[src/logic/lsu_cfg.svh]
// Load/store unit sizing, shared by the package and the RTL
// The line size is tied to the 64-bit data path and must stay 8
// Tag width follows from the address, index and offset widths
// Array depth is always a full power of two of the index width

`ifndef LSU_CFG_SVH
`define LSU_CFG_SVH

// Bytes per cache line
`define LSU_LINE_BYTES 8

// Byte offset bits within a line
`define LSU_OFFSET_WIDTH ($clog2(`LSU_LINE_BYTES))

// 64 lines
`define LSU_INDEX_WIDTH 6

// Physical byte address
`define LSU_ADDR_WIDTH 32

`define LSU_TAG_WIDTH (`LSU_ADDR_WIDTH - `LSU_INDEX_WIDTH - `LSU_OFFSET_WIDTH)

// Line address as seen by memory
`define LSU_MEM_LINE_ADDR_WIDTH (`LSU_ADDR_WIDTH - `LSU_OFFSET_WIDTH)

// Entries in the tag and data arrays, neither of which has a reset
`define LSU_ARRAY_DEPTH (1 << `LSU_INDEX_WIDTH)

`endif

[src/logic/lsuPkg.sv]
// Types shared across the load/store unit
// Addresses are physical; there is no translation and no atomics
// Widths come from the sizing header

`include "lsu_cfg.svh"

package lsuPkg;

    typedef enum logic {
        commandLoad  = 1'b0,
        commandStore = 1'b1
    } lsuCommand;

    // Access width and extension of a load or store
    typedef enum logic [2:0] {
        typeByte             = 3'd0,
        typeHalfWord         = 3'd1,
        typeWord             = 3'd2,
        typeDoubleWord       = 3'd3,
        typeUnsignedByte     = 3'd4,
        typeUnsignedHalfWord = 3'd5,
        typeUnsignedWord     = 3'd6
    } loadStoreType;

    typedef logic [`LSU_LINE_BYTES*8-1:0] lineData;

    // One bit per byte lane of a line
    typedef logic [`LSU_LINE_BYTES-1:0] byteMask;

    // One tag array word
    typedef struct packed {
        logic                      valid;
        logic [`LSU_TAG_WIDTH-1:0] tag;
    } tagEntry;

endpackage

[src/logic/cacheArrayIf.sv]
// Controller access to the tag and data arrays
// Read values belong to the index presented one cycle earlier
// sweepDone stays low while the valid bits are cleared after reset

`timescale 1ns/1ps
`include "lsu_cfg.svh"

interface cacheArrayIf;

    logic [`LSU_INDEX_WIDTH-1:0] index;
    logic                        tagWriteEnable;
    lsuPkg::tagEntry             tagWriteValue;
    lsuPkg::tagEntry             readTag;
    lsuPkg::byteMask             dataWriteMask;
    lsuPkg::lineData             dataWriteValue;
    lsuPkg::lineData             readData;
    logic                        sweepDone;

    modport controller (
        output index, tagWriteEnable, tagWriteValue, dataWriteMask, dataWriteValue,
        input  readTag, readData, sweepDone
    );

    modport arrays (
        input  index, tagWriteEnable, tagWriteValue, dataWriteMask, dataWriteValue,
        output readTag, readData, sweepDone
    );

endinterface

[src/logic/lsuControl.sv]
// Request FSM of the load/store unit with hit check, refill and write-through
// One request at a time; reqReady only in idle once the tag sweep is done
// Load hit responds two cycles after acceptance; misses and stores wait on memory
// Response is a one-cycle pulse with no back-pressure
// Only one memory read is ever outstanding

`timescale 1ns/1ps
`include "lsu_cfg.svh"

module lsuControl (
    input  logic                                 clk,
    input  logic                                 rst,
    input  logic                                 reqValid,
    output logic                                 reqReady,
    input  lsuPkg::lsuCommand                    reqCommand,
    input  lsuPkg::loadStoreType                 reqType,
    input  logic [`LSU_ADDR_WIDTH-1:0]           reqAddr,
    input  logic [63:0]                          reqStoreData,
    output logic                                 respValid,
    output logic [63:0]                          respData,
    output logic                                 memReqValid,
    input  logic                                 memReqReady,
    output logic                                 memWrite,
    output logic [`LSU_MEM_LINE_ADDR_WIDTH-1:0]  memLineAddr,
    output lsuPkg::lineData                      memWriteData,
    output lsuPkg::byteMask                      memWriteMask,
    input  logic                                 memRespValid,
    input  lsuPkg::lineData                      memReadData,
    cacheArrayIf.controller                      arrays,
    input  logic [63:0]                          loadValue,
    input  lsuPkg::lineData                      storeLine,
    input  lsuPkg::byteMask                      storeMask,
    output logic [`LSU_OFFSET_WIDTH-1:0]         alignOffset,
    output lsuPkg::loadStoreType                 alignType,
    output lsuPkg::lineData                      alignLine,
    output logic [63:0]                          alignStoreData
);
    localparam int IndexLsb = `LSU_OFFSET_WIDTH;
    localparam int TagLsb = IndexLsb + `LSU_INDEX_WIDTH;
    localparam int AddrMsb = `LSU_ADDR_WIDTH - 1;

    typedef enum logic [2:0] {
        stateIdle,
        stateLookup,
        stateRefillRequest,
        stateRefillWait,
        stateStoreWrite,
        stateWriteThrough
    } lsuState;

    lsuState state;
    lsuState nextState;

    lsuPkg::lsuCommand regCommand;
    lsuPkg::loadStoreType regType;
    logic [AddrMsb:0] regAddr;
    logic [63:0] regStoreData;

    logic accept;
    logic hit;
    logic loadDone;
    logic storeDone;
    logic refillWrite;

    assign reqReady = (state == stateIdle) && arrays.sweepDone;
    assign accept = reqValid && reqReady;

    // Tag read belongs to the index presented in the previous cycle
    assign hit = arrays.readTag.valid && (arrays.readTag.tag == regAddr[AddrMsb:TagLsb]);

    assign loadDone = (state == stateLookup) && hit && (regCommand == lsuPkg::commandLoad);
    assign storeDone = (state == stateWriteThrough) && memReqReady;
    assign refillWrite = (state == stateRefillWait) && memRespValid;

    always_comb begin
        nextState = state;
        unique case (state)
            stateIdle:          if (accept) nextState = stateLookup;
            stateLookup: begin
                if (!hit) begin
                    nextState = stateRefillRequest;
                end else if (regCommand == lsuPkg::commandStore) begin
                    nextState = stateStoreWrite;
                end else begin
                    nextState = stateIdle;
                end
            end
            stateRefillRequest: if (memReqReady) nextState = stateRefillWait;
            // Replay the lookup on the refilled line
            stateRefillWait:    if (memRespValid) nextState = stateLookup;
            stateStoreWrite:    nextState = stateWriteThrough;
            stateWriteThrough:  if (memReqReady) nextState = stateIdle;
            default:            nextState = stateIdle;
        endcase
    end

    // Idle reads at the incoming address so a hit is known one cycle later
    always_comb begin
        arrays.index = (state == stateIdle) ? reqAddr[TagLsb-1:IndexLsb]
                                            : regAddr[TagLsb-1:IndexLsb];
        arrays.tagWriteEnable = refillWrite;
        arrays.tagWriteValue = '{valid: 1'b1, tag: regAddr[AddrMsb:TagLsb]};
        arrays.dataWriteValue = (state == stateStoreWrite) ? storeLine : memReadData;
        if (refillWrite) begin
            arrays.dataWriteMask = '1;
        end else if (state == stateStoreWrite) begin
            arrays.dataWriteMask = storeMask;
        end else begin
            arrays.dataWriteMask = '0;
        end
    end

    assign memReqValid = (state == stateRefillRequest) || (state == stateWriteThrough);
    assign memWrite = (state == stateWriteThrough);
    assign memLineAddr = regAddr[AddrMsb:IndexLsb];
    assign memWriteData = storeLine;
    assign memWriteMask = memWrite ? storeMask : '0;

    assign alignOffset = regAddr[IndexLsb-1:0];
    assign alignType = regType;
    assign alignLine = arrays.readData;
    assign alignStoreData = regStoreData;

    always_ff @(posedge clk) begin
        if (rst) begin
            state <= stateIdle;
            regCommand <= lsuPkg::commandLoad;
            regType <= lsuPkg::typeDoubleWord;
            respValid <= 1'b0;
        end else begin
            state <= nextState;
            if (accept) begin
                regCommand <= reqCommand;
                regType <= reqType;
            end
            respValid <= loadDone || storeDone;
        end
    end

    always_ff @(posedge clk) begin
        if (accept) begin
            regAddr <= reqAddr;
            regStoreData <= reqStoreData;
        end
        if (loadDone) begin
            respData <= loadValue;
        end else if (storeDone) begin
            respData <= '0;
        end
    end

    // Memory request is held with its address until accepted
    memReqHeld: assert property (@(posedge clk) disable iff (rst)
        memReqValid && !memReqReady |=> memReqValid && $stable(memWrite)
            && $stable(memLineAddr));

    respSingle: assert property (@(posedge clk) disable iff (rst)
        respValid |=> !respValid);

endmodule

[src/flat_wrapper.sv]
// flat-port wrapper written by rule: the top's interface ports become plain ports
module lsuControl_flat 
  (clk, rst, reqValid, reqReady, reqCommand, reqType, reqAddr, reqStoreData, respValid, respData, memReqValid, memReqReady, memWrite, memLineAddr, memWriteData, memWriteMask, memRespValid, memReadData, loadValue, storeLine, storeMask, alignOffset, alignType, alignLine, alignStoreData, arrays_index, arrays_tagWriteEnable, arrays_tagWriteValue, arrays_dataWriteMask, arrays_dataWriteValue, arrays_readTag, arrays_readData, arrays_sweepDone);
  cacheArrayIf arrays_i ();
  input  logic clk;
  input  logic rst;
  input  logic reqValid;
  output logic reqReady;
  input  lsuPkg::lsuCommand reqCommand;
  input  lsuPkg::loadStoreType reqType;
  input  logic [`LSU_ADDR_WIDTH-1:0] reqAddr;
  input  logic [63:0] reqStoreData;
  output logic respValid;
  output logic [63:0] respData;
  output logic memReqValid;
  input  logic memReqReady;
  output logic memWrite;
  output logic [`LSU_MEM_LINE_ADDR_WIDTH-1:0] memLineAddr;
  output lsuPkg::lineData memWriteData;
  output lsuPkg::byteMask memWriteMask;
  input  logic memRespValid;
  input  lsuPkg::lineData memReadData;
  input  logic [63:0] loadValue;
  input  lsuPkg::lineData storeLine;
  input  lsuPkg::byteMask storeMask;
  output logic [`LSU_OFFSET_WIDTH-1:0] alignOffset;
  output lsuPkg::loadStoreType alignType;
  output lsuPkg::lineData alignLine;
  output logic [63:0] alignStoreData;
  output wire logic [$bits(arrays_i.index)-1:0] arrays_index;
  output wire logic [$bits(arrays_i.tagWriteEnable)-1:0] arrays_tagWriteEnable;
  output wire logic [$bits(arrays_i.tagWriteValue)-1:0] arrays_tagWriteValue;
  output wire logic [$bits(arrays_i.dataWriteMask)-1:0] arrays_dataWriteMask;
  output wire logic [$bits(arrays_i.dataWriteValue)-1:0] arrays_dataWriteValue;
  input wire logic [$bits(arrays_i.readTag)-1:0] arrays_readTag;
  input wire logic [$bits(arrays_i.readData)-1:0] arrays_readData;
  input wire logic [$bits(arrays_i.sweepDone)-1:0] arrays_sweepDone;
  assign arrays_index = arrays_i.index;
  assign arrays_tagWriteEnable = arrays_i.tagWriteEnable;
  assign arrays_tagWriteValue = arrays_i.tagWriteValue;
  assign arrays_dataWriteMask = arrays_i.dataWriteMask;
  assign arrays_dataWriteValue = arrays_i.dataWriteValue;
  assign arrays_i.readTag = arrays_readTag;
  assign arrays_i.readData = arrays_readData;
  assign arrays_i.sweepDone = arrays_sweepDone;
  lsuControl u_core (.clk(clk), .rst(rst), .reqValid(reqValid), .reqReady(reqReady), .reqCommand(reqCommand), .reqType(reqType), .reqAddr(reqAddr), .reqStoreData(reqStoreData), .respValid(respValid), .respData(respData), .memReqValid(memReqValid), .memReqReady(memReqReady), .memWrite(memWrite), .memLineAddr(memLineAddr), .memWriteData(memWriteData), .memWriteMask(memWriteMask), .memRespValid(memRespValid), .memReadData(memReadData), .arrays(arrays_i), .loadValue(loadValue), .storeLine(storeLine), .storeMask(storeMask), .alignOffset(alignOffset), .alignType(alignType), .alignLine(alignLine), .alignStoreData(alignStoreData));
endmodule
[config.mk]
export PLATFORM = sky130hd
export DESIGN_NAME = lsuControl_flat
export DESIGN_NICKNAME = d
export VERILOG_FILES = /design/src/logic/lsuPkg.sv /design/src/logic/cacheArrayIf.sv /design/src/logic/lsuControl.sv /design/src/flat_wrapper.sv
export VERILOG_INCLUDE_DIRS = /design/src /design/src/logic
export SDC_FILE = /design/constraint.sdc
export NUM_CORES = 1
export LEC_CHECK = 0
export ABC_CLOCK_PERIOD_IN_PS = 4300
export CAP_MARGIN = 25
export CORE_AREA = 2 2 310 312
export CTS_CLUSTER_SIZE = 14
export DETAILED_ROUTE_END_ITERATION = 10
export DIE_AREA = 0 0 312 314
export DONT_BUFFER_PORTS = 1
export GPL_TIMING_DRIVEN = 0
export MAX_ROUTING_LAYER = met4
export PLACE_DENSITY = 0.3
export SLEW_MARGIN = 20
export SYNTH_ARGS = -nofsm -noshare
export SYNTH_HDL_FRONTEND = slang
export SYNTH_SLANG_ARGS = --single-unit
export TNS_END_PERCENT = 10
[constraint.sdc]
create_clock -name clk -period 4.3 [get_ports clk]
set_input_delay 0.645 -clock clk [delete_from_list [all_inputs] [get_ports clk]]
set_output_delay 0.645 -clock clk [all_outputs]
set_load 0.02 [all_outputs]
==> reports/metrics.cfg <==
[status]
status = finished, final reports clean

[critical_path]
cp_num_buf_inv = 4
crit_family = buffers and inverters
cp_max_fo = 44
cp_slowest_stage_delay_ps = 540
cp_data_arrival_time_ps = 3840
crit_path_top_delay_cell = edfxtp_1
worstPathCellList = xor2_1 -> nor4_2 -> buf_4 -> nand4_1 -> nor4_4 -> buf_4 -> clkbuf_1 -> a21o_4 -> buf_16
startpoint_type = flip-flop
setup.worst_path.end_class = flip-flop
required_ps = 4450
path_class = reg2reg
crit_top_cell = buf_4

[route]
vias = 4567
routed_wl_um = 35740
drc_errors = 0
first_iter_violations = 285
first_pass_iters = 4
avgRoutedWirePerCell_um = 18.99
vias_per_cell = 2.427
ant_nets = 0

[cts]
cts-htree-levels = 4
clock-sinks = 168
holdBufCountCts = 0
cts_buffers = 17
cts-root-buf = clkbuf_16
cts_tree = yes
clock_latency_ps = 510
clk_pin_slew_ps = 90
clockBufferDepth = 2

[floorplanning]
dieArea_sq_um = 97970
core_area_sq_um = 94450
placementRows = 113
die_x_um = 312
io_pins = 800
start_util_pct = 8.545
die_y_um = 314

[pwr]
leakagePower_nw = 3.311
p_total_mw = 3.941
p_per_area_nw_per_um2 = 378.8
vdd_drop_max_mv = 0.2989

[placed_design]
hpwlAfterDp_um = 30830
dp.cells = 1831
portBuffers = 0
routabilityCongestion = 0.8134

[global_routing]
antenna_found_initial = 17
grt_pass1_wl_um = 43780
grt_pass1_vias = 4558
grt_max_degree = 70
grt.overflow.total = 0
grtUsageTotal_pct = 7.083

[timing]
fin_skew_ps = 38.37
holdWs_ps = 225.6
worstMarginPinSlew_ps = 803.5
grt_setup_unrepaired = no
setup_viol = 0
tns_ps = 0
finalCritPeriodShare_pct = 85.78
period_needed_ps = 3689
final_max_slew_viol_count = 0
hold_viol_final = 0
max_freq_mhz = 271.1
relSlewSlack_pct = 46.43

[final_layout]
final_cell_count_no_fill = 1882
nNetsFinal = 981
seq_area_sq_um = 4965
fillers = 10810
layout-drive-gt1-share_pct = 50.67
areaGrowthSynthToFinish_pct = 28.90
multiInputGateArea_sq_um = 1844
final_cell_mix = edfxtp_1 (160), buf_4 (156), mux2_2 (70)
final_common_cell = edfxtp_1

[synthesis]
syn_avg_cell_area_sq_um = 14.36
synthCells = 562
ys_ff_latch = 168
synth_cell_types = 34
netlist.area_leader.share_pct = 59.53
yosysSeqAreaShare_pct = 61.52
netlist_area_sq_um = 8070
yosys.area.top_type = edfxtp_1
yosysWarnings = 0
synth_nets = 956
ys_top_cells_by_area = edfxtp_1 (60%), buf_4 (14%), mux2_2 (9.8%), and2_1 (3.8%), xor2_1 (2.4%)

[flow_run]
drv_cap = 0

[min_path]
hold_path.class = in2reg

[worst paths after layout]
| path | cells past startpoint | startpoint | slack (ps) | to |
|---|---|---|---|---|
| max | 9 | u_core.regAddr[10] | 610 | u_core.respData[10] |
| max reg2reg | 9 | u_core.regAddr[10] | 610 | u_core.respData[10] |
| min reg2reg | 2 | u_core.regCommand | 530 | u_core.state[2] |
| min | 0 | reqAddr[3] | 230 | u_core.regAddr[3] |
[report_power, final]
part / switching (mW) / internal (mW) / total (mW)
combinational: 0.268 / 0.152 / 0.420
sequential: 0.0993 / 1.85 / 1.95
clock: 0.797 / 0.774 / 1.57
[cell families (layout without fill, tap and decap cells)]
| family | count (synthesis) | in the layout | share of synthesized area (%) |
|---|---|---|---|
| buffers and inverters | 174 | 212 | 16.08 |
| flip-flops | 168 | 168 | 61.52 |
| AND/OR/NAND/NOR | 104 | 104 | 8.155 |
| multiplexers | 72 | 72 | 10.02 |
| XOR/XNOR | 23 | 23 | 2.496 |
| AO/OA/AOI/OAI | 20 | 20 | 1.690 |
| other | 1 | 18 | 0.04647 |
[sequential cells by signal (all words and copies together), names as in the netlist]
| name | flops |
|---|---|
| u_core.respValid | 1 |
| u_core.regCommand | 1 |
| u_core.state | 3 |
| u_core.regAddr | 32 |
| u_core.respData | 64 |
| u_core.alignType | 3 |
| u_core.alignStoreData | 64 |
[final cells by class]
class / count / share of cell area (%)
diodes: 17 / 0.4089
repair buffers: 6 / 0.8179
flip-flops and latches: 168 / 47.73
multi-input cells: 220 / 17.73
well taps: 1265 / 15.22
plain buffers: 172 / 12.46
inverters: 2 / 0.07217
clock buffers: 18 / 4.126
clock inverters: 14 / 1.443
[metrics by stage]
stage / util (%) / instance area, sq um / setup WS [ps]
5_1_grt: 11.01 / 10400 / 113.5
3_5_place_dp: 10.32 / 9751 / -460.3
3_3_place_gp: 10.22 / 9653 / -3054
4_1_cts: 10.95 / 10340 / 15.64
6_report: 11.01 / 10400 / 611.3
2_1_floorplan: - / 8070 / 806.8
[worst register-to-register path: cells and delay by family, from the launching register on]
family          cells  cell delay [ps]
buf+inv             4             1130
simple gates        3              980
flops               1              540
compound gates      1              380
xor+xnor            1              290
[cells in the mapped netlist]
cell type and n:
nand2b_1 2, and2_1 49, clkbuf_1 5, o22ai_1 2, mux2_2 70, and3_1 1, conb_1 1, nor4_2 1
buf_6 1, nor2b_1 2, nor3b_1 1, mux2i_1 2, xnor2_1 1, a211o_1 3, nand3_1 1, xor2_1 22
nor3_2 1, buf_2 8, nor2_1 8, o21ai_0 5, dfxtp_1 8, nor4_1 5, buf_8 5, buf_4 152
inv_1 2, buf_1 1, a21oi_1 1, and2_2 24, a21o_1 9, edfxtp_1 160, nand2_1 5, nor3_1 1
or4_1 1, nand4_1 2
[layer usage]
layer | global-route usage [%] | vias to the layer above | part of all wire [%]
met1 | 7.330 | 2211 | 38
met2 | 10.73 | 423 | 48
li1 | - | 1894 | -
met3 | 4.743 | 39 | 13
met5 | - | - | 0
met4 | 2.404 | 0 | 1.7
[timing repair]
item | in CTS | in global routing
pin swaps | 0 | 1
endpoints found under the setup margin | 64 | 44
setup buffers | 0 | 2
resized for setup | 2 | 0
(Power assumes the default switching activity.)
